===== config.mk =====
export PLATFORM = sky130hd
export DESIGN_NAME = anc_writer_top
export DESIGN_NICKNAME = d
export VERILOG_FILES = /design/src/common/anc_pkg.sv /design/src/hw/anc_writer_top.sv /design/src/writer/magnet_sequencer.sv /design/src/writer/char_fifo.sv /design/src/writer/code_capture.sv /design/src/writer/magnet_decoder.sv
export SDC_FILE = /design/constraint.sdc
export NUM_CORES = 1
export LEC_CHECK = 0
export BUFFER_PORTS_ARGS = -buffer_cell sky130_fd_sc_hd__buf_2
export CORE_AREA = 2 2 88 90
export CTS_CLUSTER_DIAMETER = 60
export CTS_CLUSTER_SIZE = 25
export DETAILED_ROUTE_END_ITERATION = 8
export DIE_AREA = 0 0 90 92
export GPL_ROUTABILITY_DRIVEN = 1
export PLACE_DENSITY = 0.76
export SLEW_MARGIN = 20
export SYNTH_ARGS = -nofsm -noshare
export SYNTH_HDL_FRONTEND = slang
export SYNTH_SLANG_ARGS = --single-unit

===== constraint.sdc =====
create_clock -name clk -period 6.8 [get_ports clk]
set_input_delay 1.36 -clock clk [delete_from_list [all_inputs] [get_ports clk]]
set_output_delay 1.36 -clock clk [all_outputs]
set_load 0.1 [all_outputs]

===== src/common/anc_pkg.sv =====
// shared widths, types and control-magnet codes for the coupler writer path and its testbench
package anc_pkg;

    // ------------------------------
    // g-15 side
    // ------------------------------
    typedef logic [4:0] lev_t;          // levels 1..5, bit 0 is level 1

    // assembled character, bit 6 set when it came in alphanumeric mode
    typedef logic [6:0] char_t;
    parameter int char_mode_bit = 6;    // mode flag position in char_t

    // ------------------------------
    // typewriter side
    // ------------------------------
    typedef logic [5:0] mag_num_t;      // ibm typebar magnet 0..43

    // control magnet fired instead of a typebar
    typedef enum logic [1:0] {
        ctrl_none,
        ctrl_cr,
        ctrl_tab,
        ctrl_space
    } ctrl_mag_t;

    typedef logic [5:0] ms_count_t;     // sequencer millisecond timers

    parameter int default_fifo_depth = 4;   // buffer depth, also initial credits

endpackage

===== src/hw/anc_writer_top.sv =====
// top of the coupler output path: capture, character buffer and magnet sequencer
`timescale 1ns/10ps

module anc_writer_top #(
    parameter int fifo_depth      = anc_pkg::default_fifo_depth,
    parameter int shift_settle_ms = 15,
    parameter int strike_ms       = 10
) (
    input  logic               clk,
    input  logic               rst_n,
    input  logic               tick_ms,
    input  logic               an_mode,
    input  logic               type_on,
    input  logic               exc,
    input  anc_pkg::lev_t      lev,
    output logic               ready,
    output logic               overrun,
    output logic               mag_fire,
    output anc_pkg::mag_num_t  mag_num,
    output anc_pkg::ctrl_mag_t mag_ctrl,
    output logic               mag_shift
);

    logic           push;
    anc_pkg::char_t push_char;
    logic           credit;
    logic           pop;
    logic           char_avail;
    anc_pkg::char_t head_char;

    code_capture #(
        .fifo_depth (fifo_depth)
    ) u_capture (
        .clk, .rst_n, .an_mode, .type_on, .exc, .lev, .credit,
        .push, .push_char, .ready, .overrun
    );

    char_fifo #(
        .fifo_depth (fifo_depth)
    ) u_fifo (
        .clk, .rst_n, .push, .push_char, .pop,
        .char_avail, .head_char, .credit
    );

    magnet_sequencer #(
        .shift_settle_ms (shift_settle_ms),
        .strike_ms       (strike_ms)
    ) u_seq (
        .clk, .rst_n, .tick_ms, .char_avail, .head_char,
        .pop, .mag_fire, .mag_num, .mag_ctrl, .mag_shift
    );

endmodule


===== src/writer/magnet_sequencer.sv =====
// consumer side: pops characters and drives shift, strike and release of the typewriter magnets
`timescale 1ns/10ps

module magnet_sequencer #(
    parameter int shift_settle_ms = 15,
    parameter int strike_ms       = 10
) (
    input  logic               clk,
    input  logic               rst_n,
    input  logic               tick_ms,
    input  logic               char_avail,
    input  anc_pkg::char_t     head_char,
    output logic               pop,
    output logic               mag_fire,
    output anc_pkg::mag_num_t  mag_num,
    output anc_pkg::ctrl_mag_t mag_ctrl,
    output logic               mag_shift
);

    typedef enum logic [1:0] {
        st_idle,
        st_shift_settle,
        st_strike,
        st_release
    } state_t;

    localparam anc_pkg::ms_count_t settle_last = anc_pkg::ms_count_t'(shift_settle_ms - 1);
    localparam anc_pkg::ms_count_t strike_last = anc_pkg::ms_count_t'(strike_ms - 1);

    state_t             state;
    anc_pkg::ms_count_t timer;                      // tick_ms pulses in this state
    anc_pkg::char_t     char_q;
    logic               dec_valid;
    anc_pkg::mag_num_t  dec_num;
    anc_pkg::ctrl_mag_t dec_ctrl;
    logic               dec_shift;

    magnet_decoder u_dec (
        .code       (char_q),
        .valid      (dec_valid),
        .mag_num    (dec_num),
        .mag_ctrl   (dec_ctrl),
        .need_shift (dec_shift)
    );

    assign pop       = (state == st_idle) & char_avail;
    assign mag_fire  = (state == st_strike);
    assign mag_num   = mag_fire ? dec_num : '0;
    assign mag_ctrl  = mag_fire ? dec_ctrl : anc_pkg::ctrl_none;
    assign mag_shift = dec_shift & ((state == st_shift_settle) | (state == st_strike));

    always_ff @(posedge clk or negedge rst_n) begin
        if (!rst_n) begin
            state <= st_idle;
            timer <= '0;
        end else begin
            case (state)
                st_idle: begin
                    timer <= '0;
                    if (char_avail) begin
                        state <= st_shift_settle;
                    end
                end
                st_shift_settle: begin
                    if (!dec_valid) begin
                        state <= st_idle;           // unknown code, dropped
                    end else if (!dec_shift) begin
                        state <= st_strike;
                    end else if (tick_ms) begin
                        if (timer == settle_last) begin
                            state <= st_strike;
                            timer <= '0;
                        end else begin
                            timer <= timer + 1'b1;
                        end
                    end
                end
                st_strike: begin
                    if (tick_ms) begin
                        if (timer == strike_last) begin
                            state <= st_release;
                            timer <= '0;
                        end else begin
                            timer <= timer + 1'b1;
                        end
                    end
                end
                st_release: begin
                    if (tick_ms) begin
                        state <= st_idle;           // one tick with all magnets off
                    end
                end
                default: state <= st_idle;
            endcase
        end
    end

    always_ff @(posedge clk) begin
        if (pop) begin
            char_q <= head_char;
        end
    end

endmodule


===== src/writer/char_fifo.sv =====
// character buffer between capture and sequencer, hands back one credit per character popped
`timescale 1ns/10ps

module char_fifo #(
    parameter int fifo_depth = 4
) (
    input  logic           clk,
    input  logic           rst_n,
    input  logic           push,
    input  anc_pkg::char_t push_char,
    input  logic           pop,
    output logic           char_avail,
    output anc_pkg::char_t head_char,
    output logic           credit
);

    localparam int ptr_w = (fifo_depth > 1) ? $clog2(fifo_depth) : 1;
    localparam int cnt_w = $clog2(fifo_depth + 1);

    anc_pkg::char_t   mem [fifo_depth];
    logic [ptr_w-1:0] wr_ptr;
    logic [ptr_w-1:0] rd_ptr;
    logic [cnt_w-1:0] count;
    logic             do_pop;

    // wraps at fifo_depth, which need not be a power of two
    function automatic logic [ptr_w-1:0] ptr_inc(input logic [ptr_w-1:0] p);
        return (p == ptr_w'(fifo_depth - 1)) ? '0 : p + 1'b1;
    endfunction

    assign char_avail = (count != '0);
    assign head_char  = mem[rd_ptr];
    assign do_pop     = pop & char_avail;

    always_ff @(posedge clk or negedge rst_n) begin
        if (!rst_n) begin
            wr_ptr <= '0;
            rd_ptr <= '0;
            count  <= '0;
            credit <= 1'b0;
        end else begin
            if (push) begin
                wr_ptr <= ptr_inc(wr_ptr);
            end
            if (do_pop) begin
                rd_ptr <= ptr_inc(rd_ptr);
            end
            count  <= count + cnt_w'(push) - cnt_w'(do_pop);
            credit <= do_pop;                       // back to the producer next cycle
        end
    end

    always_ff @(posedge clk) begin
        if (push) begin
            mem[wr_ptr] <= push_char;
        end
    end

endmodule


===== src/writer/code_capture.sv =====
// producer side of the writer path: detects execute strobes and builds characters for the buffer
`timescale 1ns/10ps

module code_capture #(
    parameter int fifo_depth = 4
) (
    input  logic           clk,
    input  logic           rst_n,
    input  logic           an_mode,
    input  logic           type_on,
    input  logic           exc,
    input  anc_pkg::lev_t  lev,
    input  logic           credit,
    output logic           push,
    output anc_pkg::char_t push_char,
    output logic           ready,
    output logic           overrun
);

    localparam int cnt_w = $clog2(fifo_depth + 1);

    logic             exc_q;        // sampled execute line
    logic             exc_qq;       // previous sample, for edge detect
    logic             type_q;
    logic             an_q;
    anc_pkg::lev_t    lev_q;
    logic [1:0]       hi_bits;      // char bits 6 and 5 from the first an frame
    logic [cnt_w-1:0] credits;
    logic             strobe;
    logic             first_frame;
    logic             spend;

    assign strobe      = exc_q & ~exc_qq & type_q;
    assign first_frame = an_q & lev_q[4];           // level 5 marks the upper-bits frame
    assign spend       = strobe & ready & ~first_frame;
    assign ready       = (credits != '0);

    // ------------------------------
    // sampling, credits, overrun
    // ------------------------------
    always_ff @(posedge clk or negedge rst_n) begin
        if (!rst_n) begin
            exc_q   <= 1'b0;
            exc_qq  <= 1'b0;
            type_q  <= 1'b0;
            an_q    <= 1'b0;
            credits <= cnt_w'(fifo_depth);
            push    <= 1'b0;
            overrun <= 1'b0;
        end else begin
            exc_q   <= exc;
            exc_qq  <= exc_q;
            type_q  <= type_on;
            an_q    <= an_mode;
            credits <= credits - cnt_w'(spend) + cnt_w'(credit);
            push    <= spend;                       // one push per spent credit
            if (strobe && !ready) begin
                overrun <= 1'b1;                    // sticky, strobe is lost
            end
        end
    end

    // ------------------------------
    // character assembly
    // ------------------------------
    always_ff @(posedge clk) begin
        lev_q <= lev;
        if (strobe && ready && first_frame) begin
            hi_bits <= {lev_q[1], lev_q[0]};        // level 2 -> bit 6, level 1 -> bit 5
        end
        if (spend) begin
            push_char <= an_q ? {1'b1, hi_bits, lev_q[3:0]} : {2'b00, lev_q};
        end
    end

endmodule


===== src/writer/magnet_decoder.sv =====
// g-15 character code to ibm typewriter magnet table, hex and alphanumeric halves
`timescale 1ns/10ps

module magnet_decoder (
    input  anc_pkg::char_t     code,
    output logic               valid,
    output anc_pkg::mag_num_t  mag_num,
    output anc_pkg::ctrl_mag_t mag_ctrl,
    output logic               need_shift
);

    // digit typebars indexed by digit value
    localparam anc_pkg::mag_num_t digit_mag [10] = '{
        6'd35, 6'd39, 6'd3, 6'd7, 6'd11, 6'd15, 6'd19, 6'd23, 6'd27, 6'd31
    };

    logic       an;
    logic [5:0] c;

    assign an = code[anc_pkg::char_mode_bit];
    assign c  = code[5:0];

    always_comb begin
        valid    = 1'b1;
        mag_num  = '0;                              // only meaningful with ctrl_none
        mag_ctrl = anc_pkg::ctrl_none;
        if (!an) begin
            case (c[4:0]) inside
                5'b0?000: mag_ctrl = anc_pkg::ctrl_space;
                5'b0?001: mag_num = 6'd43;          // -
                5'b0?010: mag_ctrl = anc_pkg::ctrl_cr;
                5'b0?011: mag_ctrl = anc_pkg::ctrl_tab;
                5'b0?110: mag_num = 6'd36;          // .
                [5'b10000:5'b11001]: mag_num = digit_mag[c[3:0]];
                5'b11010: mag_num = 6'd25;          // u
                5'b11011: mag_num = 6'd16;          // v
                5'b11100: mag_num = 6'd5;           // w
                5'b11101: mag_num = 6'd8;           // x
                5'b11110: mag_num = 6'd21;          // y
                5'b11111: mag_num = 6'd4;           // z
                default: valid = 1'b0;
            endcase
        end else begin
            case (c) inside
                [6'b000000:6'b001001]: mag_num = digit_mag[c[3:0]];
                6'b001011: mag_num = 6'd15;         // =
                6'b010000: mag_num = 6'd3;          // +
                6'b010001: mag_num = 6'd2;          // a
                6'b010010: mag_num = 6'd20;         // b
                6'b010011: mag_num = 6'd12;         // c
                6'b010100: mag_num = 6'd10;         // d
                6'b010101: mag_num = 6'd9;          // e
                6'b010110: mag_num = 6'd14;         // f
                6'b010111: mag_num = 6'd18;         // g
                6'b011000: mag_num = 6'd22;         // h
                6'b011001: mag_num = 6'd29;         // i
                6'b011010: mag_num = 6'd42;         // <
                6'b011011: mag_num = 6'd36;         // .
                6'b011100: mag_num = 6'd35;         // )
                6'b011101: mag_num = 6'd38;         // :
                6'b011110: mag_num = 6'd41;         // and / or
                6'b100000: mag_num = 6'd43;         // -
                6'b100001: mag_num = 6'd26;         // j
                6'b100010: mag_num = 6'd30;         // k
                6'b100011: mag_num = 6'd34;         // l
                6'b100100: mag_num = 6'd28;         // m
                6'b100101: mag_num = 6'd24;         // n
                6'b100110: mag_num = 6'd33;         // o
                6'b100111: mag_num = 6'd37;         // p
                6'b101000: mag_num = 6'd1;          // q
                6'b101001: mag_num = 6'd13;         // r
                6'b101010: mag_ctrl = anc_pkg::ctrl_cr;
                6'b101011: mag_num = 6'd11;         // $
                6'b101100: mag_num = 6'd43;         // *
                6'b101101: mag_ctrl = anc_pkg::ctrl_tab;
                6'b110001: mag_num = 6'd40;         // /
                6'b110010: mag_num = 6'd6;          // s
                6'b110011: mag_num = 6'd17;         // t
                6'b110100: mag_num = 6'd25;         // u
                6'b110101: mag_num = 6'd16;         // v
                6'b110110: mag_num = 6'd5;          // w
                6'b110111: mag_num = 6'd8;          // x, fills the gap after w
                6'b111000: mag_num = 6'd21;         // y
                6'b111001: mag_num = 6'd4;          // z
                6'b111011: mag_num = 6'd32;         // ,
                6'b111100: mag_num = 6'd31;         // (
                6'b111101: mag_ctrl = anc_pkg::ctrl_space;
                default: valid = 1'b0;
            endcase
        end
    end

    // Specials sit on the other case of a digit or symbol typebar,
    // so the carriage has to shift before the strike.
    assign need_shift = an & (c inside {6'b110001, 6'b001011, 6'b101011, 6'b111100,
                                        6'b010000, 6'b011100, 6'b101100});

endmodule


Yosys cells after proc, flatten, opt, wreduce, memory -nomap -nowiden
Memories as Yosys holds them, arrays and structs flattened. A register that Yosys moved wholly into a read port is not among the register bits.
Cells that the tools add are included.
- bits in registers: 39
- bits in writable memories: 28
- bits in read-only memories: 96
- bits of input ports: 11
- output and inout bits: 12
- logic and storage cells: 310
- memories kept: 2
- $add $sub $neg: 7
- magnitude comparators: 5
- equality and inequality tests: 68
- multiplexer cells: 184
- bitwise operators: 13
- reductions and logical operators: 14
- memories (name ; depth ; width ; rd ports ; clocked after Yosys merged registers in ; write ports ; RTL line ; RTL):
    (name not given) ; 16 ; 6 ; 1 ; 0 ; 0 ; magnet_decoder.sv:45 ; [6'b000000:6'b001001]: mag_num = digit_mag[c[3:0]];
    u_fifo.mem ; 4 ; 7 ; 1 ; 1 ; 1 ; char_fifo.sv:20 ; anc_pkg::char_t mem [fifo_depth];
- operators with widths (cell ; number):
    $mux 6 ; 62
    $eq 6x6->1 const B ; 26
    $mux 2 ; 59
    $eq 6x5->1 const B ; 15
    $mux 1 ; 58
    $eq 5x5->1 const B ; 6
    $eq 6x4->1 const B ; 3
    $pmux 6 s3 ; 1
    $ge 5x5->1 const B ; 2
    $ne 2x2->1 const B ; 5
    $and 1x1->1 ; 9
    $reduce_bool 3->1 ; 3
    $eq 2x2->1 const B ; 4
    $eq 4x2->1 const B ; 2
    $ne 4x4->1 const B ; 2
    $pmux 2 s4 ; 1
    $mux 7 ; 1
    $reduce_bool 7->1 ; 1
    $add 3x1->3 ; 2
    $add 6x1->6 const B ; 1
    $ge 6x1->1 const B ; 1
    $le 6x4->1 const B ; 1
    $reduce_and 6->1 ; 1
    $sub 3x1->3 ; 2
    other kinds (16) ; 23

Depth between registers and ports, before layout
Gate-level depths: netlist (run 1).
- depth in word-level cells: 47
- mapped depth: 11
- mapped depth without buffers: 11

Hierarchy
From an unflattened synthesis (run 1), not the netlist that was laid out.
- cell total of the unflattened synthesis: 374
- area, all modules: 4304.1 um^2
- modules (own cells, without submodules) (module ; instances ; cells an instance ; area an instance (um^2) ; seq. area each (um^2)):
    char_fifo ; 1 ; 75 ; 1467.7 ; 1041.0
    magnet_decoder ; 1 ; 169 ; 1189.9 ; 0.0
    magnet_sequencer ; 1 ; 89 ; 905.9 ; 410.4
    code_capture ; 1 ; 41 ; 740.7 ; 596.8

Least setup slack after synthesis (run 1)
Ideal clock, no wire load.
- path type: register -> output
- start point: register u_seq.state[0]
- end point: output mag_num[2]
- data arrival time: 4037 ps
- data required time: 5440 ps
- slack: 1403 ps
- cell stages (with the launch flop): 5
- buffers on the path: 0
- cells stage by stage: dfrtp_1 -> inv_1 -> ha_1 -> inv_1 -> a311oi_1
- cells in the longest elaborated chain, start to end: 2
- ends and longest elaborated chain (what ; RTL line ; RTL):
    from (decl) ; magnet_sequencer.sv:30 ; state_t state;
    from (signal assigned) ; magnet_sequencer.sv:54 ; state <= st_idle;
    from (signal assigned) ; magnet_sequencer.sv:61 ; state <= st_shift_settle;
    from (signal assigned) ; magnet_sequencer.sv:66 ; state <= st_idle;
    $eq 2x2->1 ; magnet_sequencer.sv:47 ; assign mag_fire = (state == st_strike);
    net mag_fire ; anc_writer_top.sv:18 ; output logic mag_fire,
    $mux 6 ; magnet_sequencer.sv:48 ; assign mag_num = mag_fire ? dec_num : '0;
    to (decl) ; anc_writer_top.sv:19 ; output anc_pkg::mag_num_t mag_num,
The timed path passes the listed nets, and every way through them passes these cells.

Final worst setup path (run 1)
- start point: register u_seq.char_q[4], read port of u_fifo.mem
- end point: output mag_num[0]
- cells in the longest elaborated chain, start to end: 45
- elaborated cells between the ends (all ways): 112
- classes of those cells: 4 x order compare; 50 x eq/ne; 55 x mux; 3 x reduce/logical
- ends and longest elaborated chain (what ; RTL line ; RTL):
    from (decl) ; magnet_sequencer.sv:32 ; anc_pkg::char_t char_q;
    $eq 6x6->1 ; -- ;
    $mux 5 ; magnet_decoder.sv:44 ; case (c) inside
    $mux 6 (41 in series) ; magnet_decoder.sv:44 ;
    $mux 6 (*) ; magnet_decoder.sv:27 ; if (!an) begin
    $mux 6 (*) ; magnet_sequencer.sv:48 ;
Mark *: on every way between the ends. The rest lies on a longest branch, timed or not.

==> impl_results.md, run 1 <==
* Global-route wire length before repair at 14.1 mm
* Crit-path slowest cell: edfxtp_1
* Syn Inst Count at 392
* Sequential group share of total power at 47.1%
* R2R setup slack at 3940 ps
* Synthesized Nets at 422
* Initial antenna violation count at 0
* # IOs at 23
* ANT nets after route at 0
* Fmax achieved at 232 MHz
* Post CTS Setup Buffer Count at 0
* Resized cells post-CTS at 0
* Worst hold path class: flop to flop
* Mean post-synth cell area at 10.8 um2
* Arrival time of the worst setup path at 2950 ps
* CP max stage delay at 1090 ps
* Top cell type's share of synthesized area at 31.1%
* Ys Warns at 0
* Clk slew on worst S/H paths at 70 ps
* Cell count of the worst hold path at 0
* Comb pwr share at 22.0%
* Post-synth top area cell: edfxtp_1
* Clk root buf: clkbuf_8
* Power Internal at 0.729 mW
* Final Critical Period at 4310 ps
* Placed Area at 0.00436 mm2
* Critical Path Sink Type: primary output
* Sw Share at 31.0%
* Synth area leaders: edfxtp_1, dfrtp_1, ha_1, mux4_2, o21ai_0
* Clk network pwr share at 30.9%
* VDD IR max at 0.191 mV
* Worst setup margin at 2490 ps
* Gpl congestion at 0.940
* Post-route setup TNS at 0 ps
* Cts hold-fix bufs at 0
* FF-to-FF path depth at 10
* Sequential-to-total area share from yosys stat at 48.3%
* Multi-input gate area at 0.00195 mm2
* Pwr Total at 1.06 mW
* Fin crit share at 63.4%
* Starting density of the core at 57.0%
* Worst slew pin tran at 1110 ps
* Pins over their slew limit at 0
* TritonCTS clock tree: yes
* Number of global-route vias before repair at 2,980
* R2R Path End: u_capture.credits[2]
* Setup WS pre-CTS at 2920 ps
* Worst Setup SP: u_seq.char_q[4]
* # rows at 32
* RSZ-0062 raised after global routing: false
* Final nets at 431
* P per Cell Area at 231 mW/mm2
* Final setup violation count at 0
* WL per Instance at 16.1 um
* Grt ovf at 0
* MaxCap Viol Count at 0
* Detailed Route Iter0 Violations at 154
* Synth unique cells at 75
* Commonest non-fill, non-tap cell in the layout: edfxtp_1
* CTS H-Tree Depth at 3
* Main synth FF type: edfxtp_1
* Final Hold Vio Count at 0
* Setup Skew at 6.22 ps
* CP max FO at 39
* Worst path required time at 5440 ps
* Vias per cell at 6.16
* Core box area at 0.00745 mm2
* Port Buf Inserts at 22
* Fill cells at 611
* DR vias at 3,127
* Post-DP HPWL at 5.47 mm
* Status: finished, final reports clean
* Crit-path cells: inv_1 -> a22oi_1 -> o221ai_1 -> o21ai_0 -> a31oi_1 -> buf_2
* Diodes inserted at 0
* Switch Pwr at 0.328 mW
* Crit Path Class: flop to primary output
* Chip Width at 90 um
* Share of post-route cells with drive strength above 1 at 14.5%
* Synth Cell Area at 0.00424 mm2
* Lkg Pwr at 1.79 nW
* CTS buffer count at 9
* Die Height at 92 um
* FF+latch area at 0.00205 mm2
* CTS Buffer Depth at 2
* Rel. slew slack at 25.8%
* Async SR Flop Fraction at 33.8%
* Die area at 0.00828 mm2
* Hold endpoint: u_capture.exc_qq
* Largest net degree at the start of global routing at 44
* Post-synth EDFFs at 44
* Sink Count at 74
* Commonest non-fill, non-tap cells in the layout: edfxtp_1, inv_1, dfrtp_1, o21ai_0, buf_2
* Element type at the critical path start: flop
* Remaining DRCs at 0
* Final instance area at 0.00457 mm2
* Drt pass-1 iters at 4
* Yosys reg bits at 74
* Area delta synth->final at 7.70%
* R2r startpoint: u_capture.credits[2]
* DRT Wirelength at 8.17 mm
* All-layer global routing usage at 21.1%
* Clock Latency Late Sink at 340 ps
* Final hold slack at 390 ps
* Hold Path Origin: u_capture.exc_q
## worst max-delay path, delay by kind of cell, from the launching register on
kind,cells,cell delay [ps]
AO/OA/AOI/OAI,4,800
buffers and inverters,2,700
flip-flops,1,1090
## state kept, by name (all words and copies together), names as in the netlist, 3 cells and up, named ones only
| signal | count |
|---|---|
| u_seq.char_q | 7 |
| u_capture.push_char | 7 |
| u_fifo.mem | 28 |
| u_capture.lev_q | 5 |
| u_capture.credits | 3 |
| u_fifo.count | 3 |
| u_seq.timer | 6 |
## cell usage after synthesis (all sizes together), types with 3 or more instances
cell / instances
a311oi: 4
a22oi: 3
nor3: 8
and3: 4
dfxtp: 5
a21oi: 18
ha: 17
and2: 5
clkbuf: 5
o221ai: 8
o22ai: 3
a21o: 4
o32ai: 3
a211oi: 5
inv: 27
o21a: 3
nor2: 20
nor2b: 14
mux4: 7
mux2: 3
nand3: 9
a31oi: 7
edfxtp: 44
a21boi: 4
nand2b: 9
dfrtp: 24
a32o: 4
o21ai: 26
o211ai: 6
a41oi: 4
xnor2: 4
o21bai: 3
nand2: 20
buf: 23
## logic make-up after synthesis
group | synth area share (%)
xor+xnor | 1.03
compound gates | 20.5
buf+inv | 5.81
flops | 48.3
mux | 5.07
fa+ha+maj | 5.96
simple gates | 13.4
## through the flow
stage                     util [%]  std cells
after detailed placement      58.6        491
after CTS                     61.2        507
after global routing          61.4        508
final                         61.4        508
after global placement        58.6        491
after floorplan                  -        392
## how the worst max path moves through the flow
stage,endpoint,slack (ps),cells after the start
after floorplan,mag_num[2],1400,4
after global placement,mag_num[0],2940,5
after detailed placement,mag_num[5],2920,6
after CTS,mag_num[5],2540,6
after global routing,mag_num[0],2320,6
final,mag_num[0],2490,6
## power groups by stage
stage,clock network [mW],logic (mW),registers (mW)
final,0.326,0.232,0.498
after global routing,0.357,0.258,0.500
after CTS,0.335,0.233,0.498
after detailed placement,0,0.231,0.508
after global placement,0,0.228,0.507
after floorplan,0,0.190,0.504
## layout make-up
cell class / instances / area share, %
clock inverters: 6 / 1.42
repair buffers: 26 / 3.23
flip-flops and latches: 74 / 44.8
well taps: 102 / 2.79
multi-input cells: 262 / 42.6
clock buffers: 10 / 2.79
inverters: 28 / 2.30
## per-layer routing
layer  GRT usage (%)  vias to the layer above  routed length, um
met3            4.44                       24                424
met2            33.9                      112               4020
met4            10.3                        0                223
met5               0                        -                  0
met1            27.6                     1495               3500
li1                -                     1496                  -
Note: power is estimated with default switching activity, not from simulation.
==> run 2, diff against run 1 <==
- clock period: 6.8 -> 4.4 ns (I/O delays scaled with it)
==> run 2 against run 1 <==
Against the previous run:
- non-clock buffer count is 4 higher
- cell area increased by 2.2%
- final cell count up 0.79%
- first-iteration DRC count is 27% higher
- global-route usage up 1.2 points
- combinational power grew 60%
- clock skew decreased by 0.94 ps
- power up 71%
- clock power grew 100%
- sequential share of layout area down 0.97 points
- sequential power up 55%
- register-to-register slack got worse by 2200 ps
- highest routed layer unchanged
==> impl_results.md, run 2 (synthesis results as in run 1) <==
* Setup Skew at 5.28 ps (was 6.22 ps)
* Post CTS Setup Buffer Count at 0 (unchanged)
* Port Buf Inserts at 22 (unchanged)
* Core box area at 0.00745 mm2 (unchanged)
* Pins over their slew limit at 0 (unchanged)
* Post-route setup TNS at 0 ps (unchanged)
* Largest regs: u_fifo.mem: 28 flops, u_capture.push_char: 7 flops, u_seq.char_q: 7 flops (unchanged)
* Arrival time of the worst setup path at 2880 ps (was 2950 ps)
* Die Height at 92 um (unchanged)
* CTS Buffer Depth at 2 (unchanged)
* TritonCTS clock tree: yes (unchanged)
* Number of global-route vias before repair at 3,016 (was 2,980)
* Resized cells post-CTS at 0 (unchanged)
* Fmax achieved at 266 MHz
* WL per Instance at 17.3 um (was 16.1 um)
* VDD IR max at 0.339 mV (was 0.191 mV)
* Clk root buf: clkbuf_8 (unchanged)
* Drt pass-1 iters at 5 (was 4)
* Final Critical Period at 3760 ps
* P per Cell Area at 386 mW/mm2 (was 231 mW/mm2)
* Largest net degree at the start of global routing at 31 (was 44)
* Final Hold Vio Count at 0 (unchanged)
* Commonest non-fill, non-tap cells in the layout: edfxtp_1, inv_1, dfrtp_1, o21ai_0, buf_2 (unchanged)
* R2R setup slack at 1790 ps (was 3940 ps)
* Chip Width at 90 um (unchanged)
* Status: finished, final reports clean (unchanged)
* Top reg by flops: u_fifo.mem (unchanged)
* Starting density of the core at 57.0% (unchanged)
* Clk slew on worst S/H paths at 80 ps (was 70 ps)
* Remaining DRCs at 0 (unchanged)
* ANT nets after route at 0 (unchanged)
* All-layer global routing usage at 22.3% (was 21.1%)
* Pwr Total at 1.80 mW (was 1.06 mW)
* Diodes inserted at 0 (unchanged)
* CP max FO at 29 (was 39)
* Detailed Route Iter0 Violations at 196 (was 154)
* Post-DP HPWL at 5.90 mm (was 5.47 mm)
* Lkg Pwr at 1.84 nW (was 1.79 nW)
* Final setup violation count at 0 (unchanged)
* Fin crit share at 85.4%
* CTS H-Tree Depth at 3 (unchanged)
* DR vias at 3,216 (was 3,127)
* Commonest non-fill, non-tap cell in the layout: edfxtp_1 (unchanged)
* Gpl congestion at 0.956 (was 0.940)
* Rel. slew slack at 37.8% (was 25.8%)
* Number of flip-flops in the largest register at 28 (unchanged)
* Grt ovf at 0 (unchanged)
* Initial antenna violation count at 0 (unchanged)
* Vias per cell at 6.28 (was 6.16)
* Share of post-route cells with drive strength above 1 at 16.1% (was 14.5%)
* Final std cells w/o fill at 512 (was 508)
* Die area at 0.00828 mm2 (unchanged)
* Area delta synth->final at 10.1% (was 7.70%)
* Worst slew pin tran at 933 ps (was 1110 ps)
* Global-route wire length before repair at 14.6 mm (was 14.1 mm)
* # IOs at 23 (unchanged)
* Element type at the critical path start: flop (unchanged)
* Sink Count at 74 (unchanged)
* CTS buffer count at 9 (unchanged)
* DRT Wirelength at 8.87 mm (was 8.17 mm)
* MaxCap Viol Count at 0 (unchanged)
* Placed cells at 496 (was 491)
* Final nets at 435 (was 431)
* Critical Path Sink Type: primary output (unchanged)
* # rows at 32 (unchanged)
* Clock Latency Late Sink at 350 ps (was 340 ps)
* Worst path required time at 3520 ps (was 5440 ps)
* Worst hold path class: flop to flop (unchanged)
* RSZ-0062 raised after global routing: false (unchanged)
* Cts hold-fix bufs at 0 (unchanged)
* Crit Path Class: flop to primary output (unchanged)
==> run 2: cell count changes in the layout (fill, tap and decap cells not counted), sizes merged <==
cell,previous run,this run
clkbuf,10,11
bufinv,1,3
clkinvlp,1,0
buf,26,30
clkinv,4,2
==> run 2: per-stage QoR <==
| stage | area, um2 | hold slack [ps] | worst slack [ps] | utilization (%) |
|---|---|---|---|---|
| 6_report | 4670 | 388 | 642 | 62.7 |
| 4_1_cts | 4670 | 391 | 707 | 62.7 |
| 2_1_floorplan | 4260 | 354 | 356 | - |
| 3_5_place_dp | 4410 | 374 | 1110 | 59.2 |
| 5_1_grt | 4670 | 394 | 561 | 62.7 |
| 3_3_place_gp | 4410 | 358 | 1110 | 59.2 |
==> run 2: where the power goes <==
part           internal [mW]  switching, mW  total, mW  leakage (nW)
logic                  0.115          0.256      0.371         0.940
clock network          0.411          0.250      0.660         0.130
registers              0.750         0.0202      0.770         0.773
total                   1.28          0.526       1.80          1.84
==> run 2: layer usage <==
layer / up-vias / routed length, um / part of all wire, % / global-route usage (%)
met5: - / 0 / 0 / 0
met4: 0 / 286 / 3.2 / 13.6
met3: 29 / 490 / 5.5 / 2.96
met2: 149 / 4460 / 50 / 37.6
met1: 1535 / 3630 / 41 / 27.5
li1: 1503 / - / - / -
==> run 2: final timing paths <==
path,startpoint,to,cells after the start
setup / recovery,u_seq.char_q[3],mag_num[3],6
hold / removal,u_capture.exc_q,u_capture.exc_qq,0
setup reg to reg,u_seq.char_q[3],flop,6
hold reg to reg,u_capture.exc_q,u_capture.exc_qq,0
max in group asynchronous,rst_n,u_capture.credits[2],1
min in group asynchronous,rst_n,u_seq.timer[1],1
==> run 2: final cells by class <==
cell class | instances | area, um2
clock inverter | 5 | 108
inverter | 28 | 105
tap | 102 | 128
sequential | 74 | 2050
clock buffer | 11 | 151
timing repair buffer | 30 | 170
fill | 615 | 2780
multi-input combinational | 262 | 1960
==> run 2: critical path, cell delays in order, from the launching register on <==
cell      delay [ps]
edfxtp_1         970
nor2b_1          400
a22oi_1          150
o221ai_1         210
a21oi_1           80
a221oi_2         260
buf_2            460
==> run 3, diff against run 2 <==
- CORE_AREA: 2 2 88 90 -> 2 2 114 116
- DIE_AREA: 0 0 90 92 -> 0 0 116 118
- PLACE_DENSITY: 0.76 -> unset
- SETUP_SLACK_MARGIN: unset -> 0.5
==> run 3 against run 2 <==
Against the previous run:
- maximum frequency increased by 0.78%
- first-iteration DRC count increased by 110%
- clock skew about the same
- count of clock-buffer cells in the layout decreased by 1
- largest power group unchanged
- utilization decreased by 24 points
- via count about the same
- sequential share of layout area decreased by 1.7 points
==> impl_results.md, run 3 (synthesis results as in run 1) <==
* Detailed Route Iter0 Violations at 413 (was 196)
* Resized cells post-CTS at 0 (unchanged)
* All-layer global routing usage at 13.4% (was 22.3%)
* DR vias at 3,214 (was 3,216)
* Critical Path Sink Type: primary output (unchanged)
* Pins over their slew limit at 0 (unchanged)
* CTS H-Tree Depth at 3 (unchanged)
* Setup WS pre-CTS at 978 ps (was 1110 ps)
* Worst path required time at 3520 ps (about the same)
* WL per Instance at 15.3 um (was 17.3 um)
* Fill cells at 1,233 (was 615)
* Drt pass-1 iters at 5 (unchanged)
* Met1 WL at 3.89 mm (was 3.63 mm)
* R2r startpoint: u_seq.char_q[1] (was u_seq.char_q[3])
* Met2 WL post-DR at 4.45 mm (was 4.46 mm)
* Largest regs: u_fifo.mem: 28 flops, u_capture.push_char: 7 flops, u_seq.char_q: 7 flops (unchanged)
* Fin crit share at 84.7% (was 85.4%)
* R2R setup slack at 1900 ps (was 1790 ps)
* # IOs at 23 (unchanged)
* Post-route setup TNS at 0 ps (unchanged)
* Hold Path Origin: u_capture.exc_q (unchanged)
* Final Critical Period at 3730 ps (was 3760 ps)
* Clk slew on worst S/H paths at 60 ps (was 80 ps)
* Cell count of the worst hold path at 0 (unchanged)
* Vias per cell at 5.49 (was 6.28)
* MaxCap Viol Count at 0 (unchanged)
* Commonest non-fill, non-tap cells in the layout: edfxtp_1, inv_1, dfrtp_1, o21ai_0, buf_2 (unchanged)
* Post-DP HPWL at 6.10 mm (was 5.90 mm)
* Number of flip-flops in the largest register at 28 (unchanged)
* Largest net degree at the start of global routing at 38 (was 31)
* Initial antenna violation count at 0 (unchanged)
* Worst hold path class: flop to flop (unchanged)
* Chip Width at 116 um (was 90 um)
* Metal3 WL at 400 um (was 490 um)
* Final Hold Vio Count at 0 (unchanged)
* Lkg Pwr at 1.88 nW (was 1.84 nW)
* DRT Wirelength at 8.94 mm (was 8.87 mm)
* Top reg by flops: u_fifo.mem (unchanged)
* Setup Skew at 4.86 ps (was 5.28 ps)
* Arrival time of the worst setup path at 2850 ps (was 2880 ps)
* RSZ-0062 raised after global routing: false (unchanged)
* ANT nets after route at 0 (unchanged)
* Share of post-route cells with drive strength above 1 at 17.2% (was 16.1%)
* Core box area at 0.0124 mm2 (was 0.00745 mm2)
* Starting density of the core at 34.2% (was 57.0%)
* FF-to-FF path depth at 7 (was 6)
* Status: finished, final reports clean (unchanged)
* Diodes inserted at 0 (unchanged)
* Worst setup margin at 671 ps (was 642 ps)
* P per Cell Area at 392 mW/mm2 (was 386 mW/mm2)
* Number of global-route vias before repair at 3,039 (was 3,016)
* Rel. slew slack at 49.6% (was 37.8%)
* Placed cells at 567 (was 496)
* CTS Buffer Depth at 2 (unchanged)
* Clock Latency Late Sink at 330 ps (was 350 ps)
* Multi-input gate area at 0.00198 mm2 (was 0.00196 mm2)
* Remaining DRCs at 0 (unchanged)
* Die area at 0.0137 mm2 (was 0.00828 mm2)
* FF+latch area at 0.00205 mm2 (unchanged)
* Die Height at 118 um (was 92 um)
* Final nets at 438 (was 435)
* CP max FO at 25 (was 29)
* Grt ovf at 0 (unchanged)
* Final setup violation count at 0 (unchanged)
* CTS buffer count at 9 (unchanged)
* TritonCTS clock tree: yes (unchanged)
* Clk root buf: clkbuf_16 (was clkbuf_8)
* # rows at 41 (was 32)
* Commonest non-fill, non-tap cell in the layout: edfxtp_1 (unchanged)
* Port Buf Inserts at 22 (unchanged)
* Max Used Layer: met4 (unchanged)
* Hold endpoint: u_capture.exc_qq (unchanged)
* Final std cells w/o fill at 585 (was 512)
* Element type at the critical path start: flop (unchanged)
* VDD IR max at 0.209 mV (was 0.339 mV)
* Gpl congestion at 0.867 (was 0.956)
* R2R Path End: u_seq.timer[1]
* Crit Path Class: flop to primary output (unchanged)
* Worst slew pin tran at 757 ps (was 933 ps)
* Fmax achieved at 268 MHz (was 266 MHz)
* Pwr Total at 1.91 mW (was 1.80 mW)
* Global-route wire length before repair at 14.8 mm (was 14.6 mm)
* Area delta synth->final at 14.7% (was 10.1%)
* Sink Count at 74 (unchanged)
-- run 3: cell count changes in the layout (fill, tap and decap cells not counted), sizes merged --
cell	before	now
buf	30	33
clkinv	2	3
bufinv	3	2
clkinvlp	0	1
clkbuf	11	10
-- run 3: final cells by class --
class,instances,share of cell area [%]
Sequential cell,74,42.1
Multi-Input combinational cell,262,40.6
Clock buffer,10,4.71
Tap cell,172,4.42
Timing Repair Buffer,33,4.12
Inverter,28,2.16
Clock inverter,6,1.85
-- run 3: worst max-delay path by stage --
stage | startpoint | to | slack, ps | depth (start not counted)
after floorplan | u_seq.state[0] | mag_num[2] | 420 | 4
after global placement | u_seq.char_q[3] | mag_num[3] | 990 | 6
after detailed placement | u_seq.char_q[5] | mag_num[5] | 980 | 6
after CTS | u_seq.char_q[5] | mag_num[5] | 610 | 6
after global routing | u_seq.char_q[4] | mag_num[5] | 550 | 7
final | u_seq.char_q[4] | mag_num[5] | 670 | 7
-- run 3: critical path, cell delays in order, from the launching register on --
cell,delay (ps)
edfxtp_1,700
buf_4,330
or4b_1,500
o32ai_1,140
a21oi_1,140
o21ai_0,100
and3_1,170
buf_2,420
-- run 3: layer usage --
layer	vias to the layer above	GRT usage [%]
met5	-	0
met4	0	4.91
met3	23	2.88
met2	116	21.7
met1	1568	17.7
li1	1507	-
-- run 3: per-stage QoR --
stage	utilization, %	hold WS, ps	cell area, um2
finish	39.2	386	4860
global route	39.2	396	4860
CTS	39.0	387	4840
detailed placement	36.4	366	4520
global placement	36.4	373	4520
floorplan	-	354	4270
-- run 3: power breakdown --
part / internal [mW] / switching [mW] / total, mW
Sequential: 0.751 / 0.0187 / 0.770
Combinational: 0.115 / 0.253 / 0.368
Clock: 0.498 / 0.272 / 0.770
Total: 1.36 / 0.543 / 1.91
-- run 3: timing repair --
item | 4_1_cts | 5_1_grt
hold buffers | 0 | 0
setup buffers | 0 | 2
setup endpoints to repair | 0 | 5
